<file path="src/hw/chan_sum_pkg.sv">
package chan_sum_pkg;

  //////////////////////////////////////////////////
  // Sizes

  // Pixel width in bits
  localparam int DATA_WIDTH = 16;

  // Channels summed per pixel, power of two
  localparam int CHANNELS = 4;

  // Samples in one channel frame
  localparam int FRAME_PIXELS = 16;

  // One adder level per halving of the channel count
  localparam int TREE_LEVELS = $clog2(CHANNELS);

  // One extra bit per level, so the sum never wraps
  localparam int SUM_WIDTH = DATA_WIDTH + TREE_LEVELS;

  localparam int PIX_CNT_WIDTH  = $clog2(FRAME_PIXELS);
  localparam int CHAN_CNT_WIDTH = $clog2(CHANNELS);

  //////////////////////////////////////////////////
  // Types

  typedef logic signed [DATA_WIDTH-1:0] pixel_t;
  typedef logic signed [SUM_WIDTH-1:0]  sum_t;

  // Input stream beat, also what each delay line hands on
  typedef struct packed {
    logic   valid;
    pixel_t pixel;
  } pixel_beat_t;

  // Same pixel position across all channels
  // pix[0] is the newest channel, pix[CHANNELS-1] the oldest
  typedef struct packed {
    logic                  valid;
    logic                  sum_en;
    pixel_t [CHANNELS-1:0] pix;
  } tap_set_t;

  // Output stream beat
  typedef struct packed {
    logic valid;
    sum_t sum;
  } sum_beat_t;

endpackage

</file>
<file path="src/hw/frame_delay_line.sv">
module frame_delay_line (
  input  logic                      clk,
  input  logic                      reset,
  input  chan_sum_pkg::pixel_beat_t din,
  output chan_sum_pkg::pixel_beat_t dout
);

  //////////////////////////////////////////////////
  // Storage

  // Ring of one full frame, no reset on the data
  chan_sum_pkg::pixel_t mem [chan_sum_pkg::FRAME_PIXELS];

  logic [chan_sum_pkg::PIX_CNT_WIDTH-1:0] wr_ptr;
  logic                                   ptr_last;

  assign ptr_last = (wr_ptr == chan_sum_pkg::PIX_CNT_WIDTH'(chan_sum_pkg::FRAME_PIXELS - 1));

  //////////////////////////////////////////////////
  // Read side

  // Oldest entry sits where the next write lands
  assign dout.pixel = mem[wr_ptr];

  // Strobe passes straight through, so the chain stays in step
  assign dout.valid = din.valid;

  //////////////////////////////////////////////////
  // Write side

  always_ff @(posedge clk) begin
    if (reset) begin
      wr_ptr <= '0;
    end else if (din.valid) begin
      if (ptr_last) begin
        wr_ptr <= '0;
      end else begin
        wr_ptr <= wr_ptr + 1'b1;
      end
    end
  end

  always_ff @(posedge clk) begin
    if (din.valid) begin
      mem[wr_ptr] <= din.pixel;
    end
  end

  //////////////////////////////////////////////////
  // Checks

  // Pointer must stay inside the frame, whatever the frame size
  ptr_in_range: assert property (
    @(posedge clk) disable iff (reset)
      wr_ptr < chan_sum_pkg::FRAME_PIXELS
  ) else $error("delay line pointer out of range: %0d", wr_ptr);

endmodule

</file>
<file path="src/hw/channel_tracker.sv">
module channel_tracker (
  input  logic clk,
  input  logic reset,
  input  logic pix_valid,
  output logic sum_en
);

  //////////////////////////////////////////////////
  // Counters

  // Position inside the current frame
  logic [chan_sum_pkg::PIX_CNT_WIDTH-1:0]  pix_cnt;
  // Which channel frame is streaming now
  logic [chan_sum_pkg::CHAN_CNT_WIDTH-1:0] chan_cnt;

  logic pix_last;
  logic chan_last;

  assign pix_last  = (pix_cnt == chan_sum_pkg::PIX_CNT_WIDTH'(chan_sum_pkg::FRAME_PIXELS - 1));
  assign chan_last = (chan_cnt == chan_sum_pkg::CHAN_CNT_WIDTH'(chan_sum_pkg::CHANNELS - 1));

  // Only valid samples move the counters and gaps just hold them
  always_ff @(posedge clk) begin
    if (reset) begin
      pix_cnt  <= '0;
      chan_cnt <= '0;
    end else if (pix_valid) begin
      if (pix_last) begin
        pix_cnt <= '0;
        // Frame done so step to next channel or back to channel 0
        if (chan_last) begin
          chan_cnt <= '0;
        end else begin
          chan_cnt <= chan_cnt + 1'b1;
        end
      end else begin
        pix_cnt <= pix_cnt + 1'b1;
      end
    end
  end

  //////////////////////////////////////////////////
  // Sum enable

  // Whole last-channel frame is summed
  // Every older channel already sits in the delay lines by then
  assign sum_en = chan_last;

  //////////////////////////////////////////////////
  // Checks

  chan_in_range: assert property (
    @(posedge clk) disable iff (reset)
      chan_cnt <= chan_sum_pkg::CHANNELS - 1
  ) else $error("channel count out of range: %0d", chan_cnt);

endmodule

</file>
<file path="src/hw/channel_adder_tree.sv">
module channel_adder_tree (
  input  logic                   clk,
  input  logic                   reset,
  input  chan_sum_pkg::tap_set_t taps,
  output chan_sum_pkg::sum_beat_t sum_out
);

  //////////////////////////////////////////////////
  // Tree layout

  // Heap order with node 1 as the root
  // Nodes CHANNELS/2 .. CHANNELS-1 form the first level and take the taps
  // Node n below that adds nodes 2n and 2n+1
  // All nodes carry the full result width
  // Upper bits of the lower levels are plain sign copies
  chan_sum_pkg::sum_t node_q [1:chan_sum_pkg::CHANNELS-1];

  // One valid per level with bit 0 as the first level
  logic [chan_sum_pkg::TREE_LEVELS-1:0] vld_q;

  logic accept;

  assign accept = taps.valid & taps.sum_en;

  //////////////////////////////////////////////////
  // Valid pipeline

  always_ff @(posedge clk) begin
    if (reset) begin
      vld_q <= '0;
    end else begin
      vld_q[0] <= accept;
      for (int l = 1; l < chan_sum_pkg::TREE_LEVELS; l++) begin
        vld_q[l] <= vld_q[l-1];
      end
    end
  end

  //////////////////////////////////////////////////
  // Adder nodes

  for (genvar n = 1; n < chan_sum_pkg::CHANNELS; n++) begin : g_node
    if (n >= chan_sum_pkg::CHANNELS / 2) begin : g_first
      // Sign-extend each tap pair before adding
      always_ff @(posedge clk) begin
        if (accept) begin
          node_q[n] <=
            chan_sum_pkg::sum_t'(taps.pix[2*(n - chan_sum_pkg::CHANNELS/2)]) +
            chan_sum_pkg::sum_t'(taps.pix[2*(n - chan_sum_pkg::CHANNELS/2) + 1]);
        end
      end
    end else begin : g_inner
      // Children sit one level closer to the taps
      always_ff @(posedge clk) begin
        if (vld_q[chan_sum_pkg::TREE_LEVELS - $clog2(n + 1) - 1]) begin
          node_q[n] <= node_q[2*n] + node_q[2*n + 1];
        end
      end
    end
  end

  //////////////////////////////////////////////////
  // Output

  assign sum_out.valid = vld_q[chan_sum_pkg::TREE_LEVELS-1];
  assign sum_out.sum   = node_q[1];

  //////////////////////////////////////////////////
  // Checks

  // Catches a sum built from delay-line entries never written
  sum_known: assert property (
    @(posedge clk) disable iff (reset)
      sum_out.valid |-> !$isunknown(sum_out.sum)
  ) else $error("output valid with unknown sum bits");

endmodule

</file>
<file path="src/hw/channel_sum_top.sv">
module channel_sum_top (
  input  logic                      clk,
  input  logic                      reset,
  input  chan_sum_pkg::pixel_beat_t pix_in,
  output chan_sum_pkg::sum_beat_t   sum_out
);

  //////////////////////////////////////////////////
  // Delay chain

  // line[0] is the live input, line[k+1] is delay line k output
  // so line[k] holds the same pixel position k frames back
  chan_sum_pkg::pixel_beat_t line [chan_sum_pkg::CHANNELS];

  logic                   sum_en;
  chan_sum_pkg::tap_set_t tap_set;

  assign line[0] = pix_in;

  for (genvar k = 0; k < chan_sum_pkg::CHANNELS - 1; k++) begin : g_delay
    frame_delay_line u_delay (
      .clk   (clk),
      .reset (reset),
      .din   (line[k]),
      .dout  (line[k+1])
    );
  end

  //////////////////////////////////////////////////
  // Channel tracking

  channel_tracker u_tracker (
    .clk       (clk),
    .reset     (reset),
    .pix_valid (pix_in.valid),
    .sum_en    (sum_en)
  );

  //////////////////////////////////////////////////
  // Tap bundle

  // Strobe runs through the chain unchanged, the end of it is the input valid
  assign tap_set.valid  = line[chan_sum_pkg::CHANNELS-1].valid;
  assign tap_set.sum_en = sum_en;

  for (genvar k = 0; k < chan_sum_pkg::CHANNELS; k++) begin : g_tap
    assign tap_set.pix[k] = line[k].pixel;
  end

  //////////////////////////////////////////////////
  // Adder tree

  channel_adder_tree u_tree (
    .clk     (clk),
    .reset   (reset),
    .taps    (tap_set),
    .sum_out (sum_out)
  );

endmodule

</file>
<file path="config.mk">
export PLATFORM = sky130hd
export DESIGN_NAME = channel_sum_top
export DESIGN_NICKNAME = d
export VERILOG_FILES = /design/src/hw/chan_sum_pkg.sv /design/src/hw/frame_delay_line.sv /design/src/hw/channel_tracker.sv /design/src/hw/channel_adder_tree.sv /design/src/hw/channel_sum_top.sv
export SDC_FILE = /design/constraint.sdc
export NUM_CORES = 1
export LEC_CHECK = 0
export BUFFER_PORTS_ARGS = -buffer_cell sky130_fd_sc_hd__clkbuf_2
export CORE_MARGIN = 3
export CORE_UTILIZATION = 43
export CTS_BUF_LIST = sky130_fd_sc_hd__clkbuf_16
export CTS_CLUSTER_SIZE = 8
export DETAILED_ROUTE_END_ITERATION = 10
export GPL_TIMING_DRIVEN = 0
export PLACE_DENSITY = 0.58
export SYNTH_ARGS = -nofsm -noshare
export SYNTH_HDL_FRONTEND = slang
export SYNTH_SLANG_ARGS = --single-unit
</file>
<file path="constraint.sdc">
create_clock -name clk -period 3.88 [get_ports clk]
set_clock_uncertainty 0.2 [all_clocks]
set_input_delay 0.194 -clock clk [delete_from_list [all_inputs] [get_ports clk]]
set_output_delay 0.194 -clock clk [all_outputs]
set_load 0.02 [all_outputs]
</file>
==> flow_summary.rst <==
.. list-table::
   :header-rows: 1

   * - Metric
     - Value
   * - Share of the synthesized area in the top cell type
     - 0.721
   * - Setup slack of the critical path after layout
     - -323 ps
   * - Most frequently used flop master after synthesis
     - sky130_fd_sc_hd__edfxtp_1
   * - Largest area contributor in the synthesized netlist
     - sky130_fd_sc_hd__edfxtp_1
   * - Number of distinct library cell variants in the gate-level netlist after synthesis
     - 58
   * - Total gr overflow
     - 0
   * - Number of nets in the synthesized netlist
     - 1675
   * - Crit share post-route
     - 1.08
   * - Maximum number of buffers from clock root to sink
     - 3
   * - Worst hold path class
     - register to register
   * - Clock period minus worst slack
     - 4200 ps
   * - Post-synthesis sequential area ratio
     - 0.740
   * - Row count
     - 102
   * - Antenna viol nets, final
     - 0
   * - Seq cells post-synth
     - 852
   * - YS warnings
     - 0
   * - Net switching power
     - 5.30 mW
   * - Count of flip-flops with a built-in enable after synthesis
     - 820
   * - Final nets
     - 1904
   * - Reg2reg path depth
     - 12
   * - Count of max-cap constraint violations
     - 0
   * - Number of clock sinks seen by CTS
     - 852
   * - Weighted congestion reported at the end of routability-driven placement
     - 0.817
   * - Cell types with the largest area share after synthesis
     - sky130_fd_sc_hd__edfxtp_1 72%, sky130_fd_sc_hd__mux4_2 16%, sky130_fd_sc_hd__ha_1 2.3%, sky130_fd_sc_hd__dfxtp_1 1.9%, sky130_fd_sc_hd__and2_1 0.92%
   * - Number of buffers inserted during clock tree synthesis
     - 116
   * - Net switching fraction of the power
     - 0.237
   * - Sequential standard cell area
     - 25300 um^2
   * - Total of fill cells in the finished design
     - 6150
   * - Type of element capturing the critical path
     - register
   * - Average cell area after synthesis
     - 21.5 um^2
   * - Worst-Margin Slew
     - 1350 ps
   * - Reg2reg setup slack
     - -320 ps
   * - Sequential fraction of design power
     - 0.472
   * - Placed cell area
     - 35800 um^2
   * - Clock network latency to the later pin of the worst-skew pair
     - 680 ps
   * - Count of input and output buffers
     - 35
   * - Most common library cell in the layout ignoring fill and taps
     - sky130_fd_sc_hd__edfxtp_1
   * - DPL Wire Length
     - 48.1 mm
   * - Routed met1 length
     - 33.1 mm
   * - Setup repair after global routing missed its margin
     - true
   * - Effective utilization at floorplan
     - 0.437
   * - Number of pins with negative max-slew slack in the final report
     - 0
   * - Deepest level of the CTS H-tree
     - 3
   * - Number of endpoints with negative hold slack in the final report
     - 0
   * - Launch instance of the worst min-delay path
     - u_tracker.chan_cnt[1]
   * - Boundary pin count
     - 38
   * - Summed area of non-filler cells in the final layout
     - 40400 um^2
   * - Setup WS pre-CTS
     - -1710 ps
   * - Initial antenna violation count
     - 5
   * - Final total power
     - 22.4 mW
   * - Final worst hold slack
     - 314 ps
   * - Core Area
     - 78100 um^2
   * - Total global-route track usage
     - 0.196
   * - Via count
     - 16500
   * - Required @ worst endpoint
     - 4140 ps
   * - Number of instances in the synthesized netlist
     - 1590
   * - Setup violation total in the final timing report
     - 11
   * - TritonCTS clock tree
     - done
   * - Wire length of the first global-routing pass
     - 116 mm
   * - Startpoint type of the worst setup path
     - register
   * - Share of final-layout standard cells stronger than drive strength 1
     - 0.312
   * - Post-Syn Area
     - 34200 um^2
   * - Combinational fraction of design power
     - 0.127
   * - VDD IR max
     - 0.000372 V
   * - Via count of the first global-routing pass
     - 17300
   * - Layout-stage area growth over the synthesis result
     - 18.4%
   * - Cell area power density
     - 553 nW/um^2
   * - Initial DRT Pass Iterations
     - 5
   * - Detail Route met3 WL
     - 4.74 mm
   * - Violations in the final reports
     - negative setup slack
   * - Detailed-route DRC error count
     - 0
   * - Routed via count divided by cell count
     - 5.66
   * - Highest signal layer in the routed design
     - met4
   * - Data arrival at the endpoint of the critical path
     - 4460 ps
   * - Utilization after layout
     - 0.518
   * - Die extent in y
     - 288 um
   * - Top library cells by usage in the layout, fill and taps aside
     - 820 x sky130_fd_sc_hd__edfxtp_1, 240 x sky130_fd_sc_hd__mux4_2, 118 x sky130_fd_sc_hd__clkbuf_16
   * - End of the critical path
     - u_tree.node_q[0][69]
   * - Maximum number of pins on one net before global-route repair
     - 36
   * - Critical R2R Capture
     - u_tree.node_q[0][69]
   * - Status
     - finished, violations left
   * - Clock network fraction of total power
     - 0.401
   * - Final routed wirelength across all metal layers
     - 79.0 mm
   * - WL met2
     - 39.0 mm
   * - 1st-iter DRT viols
     - 1427
   * - Placed cells
     - 2665
   * - Static power due to leakage
     - 13.3 nW
   * - Cell at the root of the clock tree
     - sky130_fd_sc_hd__clkbuf_16
   * - Final sum of negative setup slack
     - -1850 ps
   * - Slew headroom
     - 0.0981
   * - Maximum clock frequency
     - 238 MHz
   * - X dimension of the die
     - 288 um
   * - Die ar.
     - 82900 um^2
   * - Average wire per cell in the routed design
     - 27.1 um
   * - Final standard cell count with taps included and fillers excluded
     - 2917
   * - Total internal power
     - 17.1 mW
   * - Crit path max fanout
     - 8
   * - Ys async rst share
     - 0
   * - Area used by multi-input combinational logic
     - 8830 um^2
   * - Type of the worst setup path
     - register to register
   * - Clk slew on worst S/H paths
     - 50 ps
## what timing repair did
action / CTS / global route
endpoints found under the hold margin: 287 / 0
resized for setup: 129 / 11
setup buffers: 52 / 11
setup endpoints to repair: 26 / 14
pin swaps: 21 / 13
hold buffers: 18 / 0
## state kept, by name, indices dropped and copies added (netlist names), named ones only
register                count
u_tracker.chan_cnt          2
u_tree.node_q              52
u_tree.vld_q                2
u_tracker.pix_cnt           4
g_delay.u_delay.wr_ptr     12
g_delay.u_delay.mem       768
## worst max-delay path, cell delays in order (launching register included)
cell                       delay, ps
sky130_fd_sc_hd__dfxtp_2         340
sky130_fd_sc_hd__buf_12          150
sky130_fd_sc_hd__buf_12          150
sky130_fd_sc_hd__mux4_2          550
sky130_fd_sc_hd__mux4_2          640
sky130_fd_sc_hd__ha_4            220
sky130_fd_sc_hd__a2111o_1        490
sky130_fd_sc_hd__a21oi_4         230
sky130_fd_sc_hd__o21ai_2          80
sky130_fd_sc_hd__a31oi_2         230
sky130_fd_sc_hd__nor2_2           80
sky130_fd_sc_hd__a311o_1         310
sky130_fd_sc_hd__xor2_2          300
## Yosys cell counts (3+ instances only)
cell type	n
sky130_fd_sc_hd__edfxtp_1	820
sky130_fd_sc_hd__mux4_2	240
sky130_fd_sc_hd__ha_1	63
sky130_fd_sc_hd__and2_1	50
sky130_fd_sc_hd__nor2_1	43
sky130_fd_sc_hd__a21oi_1	35
sky130_fd_sc_hd__dfxtp_1	32
sky130_fd_sc_hd__xnor2_1	30
sky130_fd_sc_hd__nand2_1	29
sky130_fd_sc_hd__clkbuf_1	28
sky130_fd_sc_hd__buf_2	24
sky130_fd_sc_hd__a21o_1	21
sky130_fd_sc_hd__buf_4	19
sky130_fd_sc_hd__inv_1	15
sky130_fd_sc_hd__xor2_1	14
sky130_fd_sc_hd__o21ai_0	13
sky130_fd_sc_hd__nor3_1	12
sky130_fd_sc_hd__nand3_1	11
sky130_fd_sc_hd__o21a_1	8
sky130_fd_sc_hd__buf_1	7
sky130_fd_sc_hd__nor2b_1	7
sky130_fd_sc_hd__mux2i_1	6
sky130_fd_sc_hd__o22ai_1	5
sky130_fd_sc_hd__a31oi_1	4
sky130_fd_sc_hd__o21bai_1	4
sky130_fd_sc_hd__and3_1	3
sky130_fd_sc_hd__and3b_1	3
sky130_fd_sc_hd__fa_1	3
sky130_fd_sc_hd__nor3b_1	3
## power by group through the flow
stage | logic [mW] | registers, mW | clock network (mW)
final | 2.83 | 10.6 | 8.97
after CTS | 2.78 | 10.6 | 9.15
after detailed placement | 2.34 | 10.7 | 0
after global placement | 2.29 | 10.7 | 0
after floorplan | 1.47 | 10.7 | 0
after global routing | 3.01 | 10.6 | 9.57
## final cells by class
class                           instances  share of cell area
Antenna cell                            3            0.000186
Clock buffer                          117              0.0724
Tap cell                             1040              0.0322
Buffer                                 74              0.0209
Sequential cell                       852               0.625
Inverter                               15             0.00139
Clock inverter                         56             0.00801
Multi-Input combinational cell        645               0.218
Timing Repair Buffer                  115              0.0216
## kinds of logic after synthesis
| family | synth area share |
|---|---|
| simple gates | 0.0257 |
| fa+ha+maj | 0.0248 |
| flops | 0.740 |
| mux | 0.160 |
| buf+inv | 0.0132 |
| xor+xnor | 0.0113 |
| compound gates | 0.0250 |
## metal layers
layer	up-vias	GRT usage
met3	132	0.0388
met5	-	0
met1	8745	0.266
met2	566	0.321
met4	0	0.0607
li1	7061	-
## worst min path at each step
stage                                               end  slack, ps  depth (start not counted)
after floorplan            g_delay[0].u_delay.mem[0][0]         90                          0
after global placement            u_tracker.chan_cnt[1]        280                          2
after detailed placement          u_tracker.chan_cnt[1]        300                          2
after CTS                 g_delay[0].u_delay.mem[14][8]        310                          2
after global routing      g_delay[0].u_delay.mem[14][8]        360                          2
final                             u_tracker.chan_cnt[1]        310                          2
(Power assumes the default switching activity.)
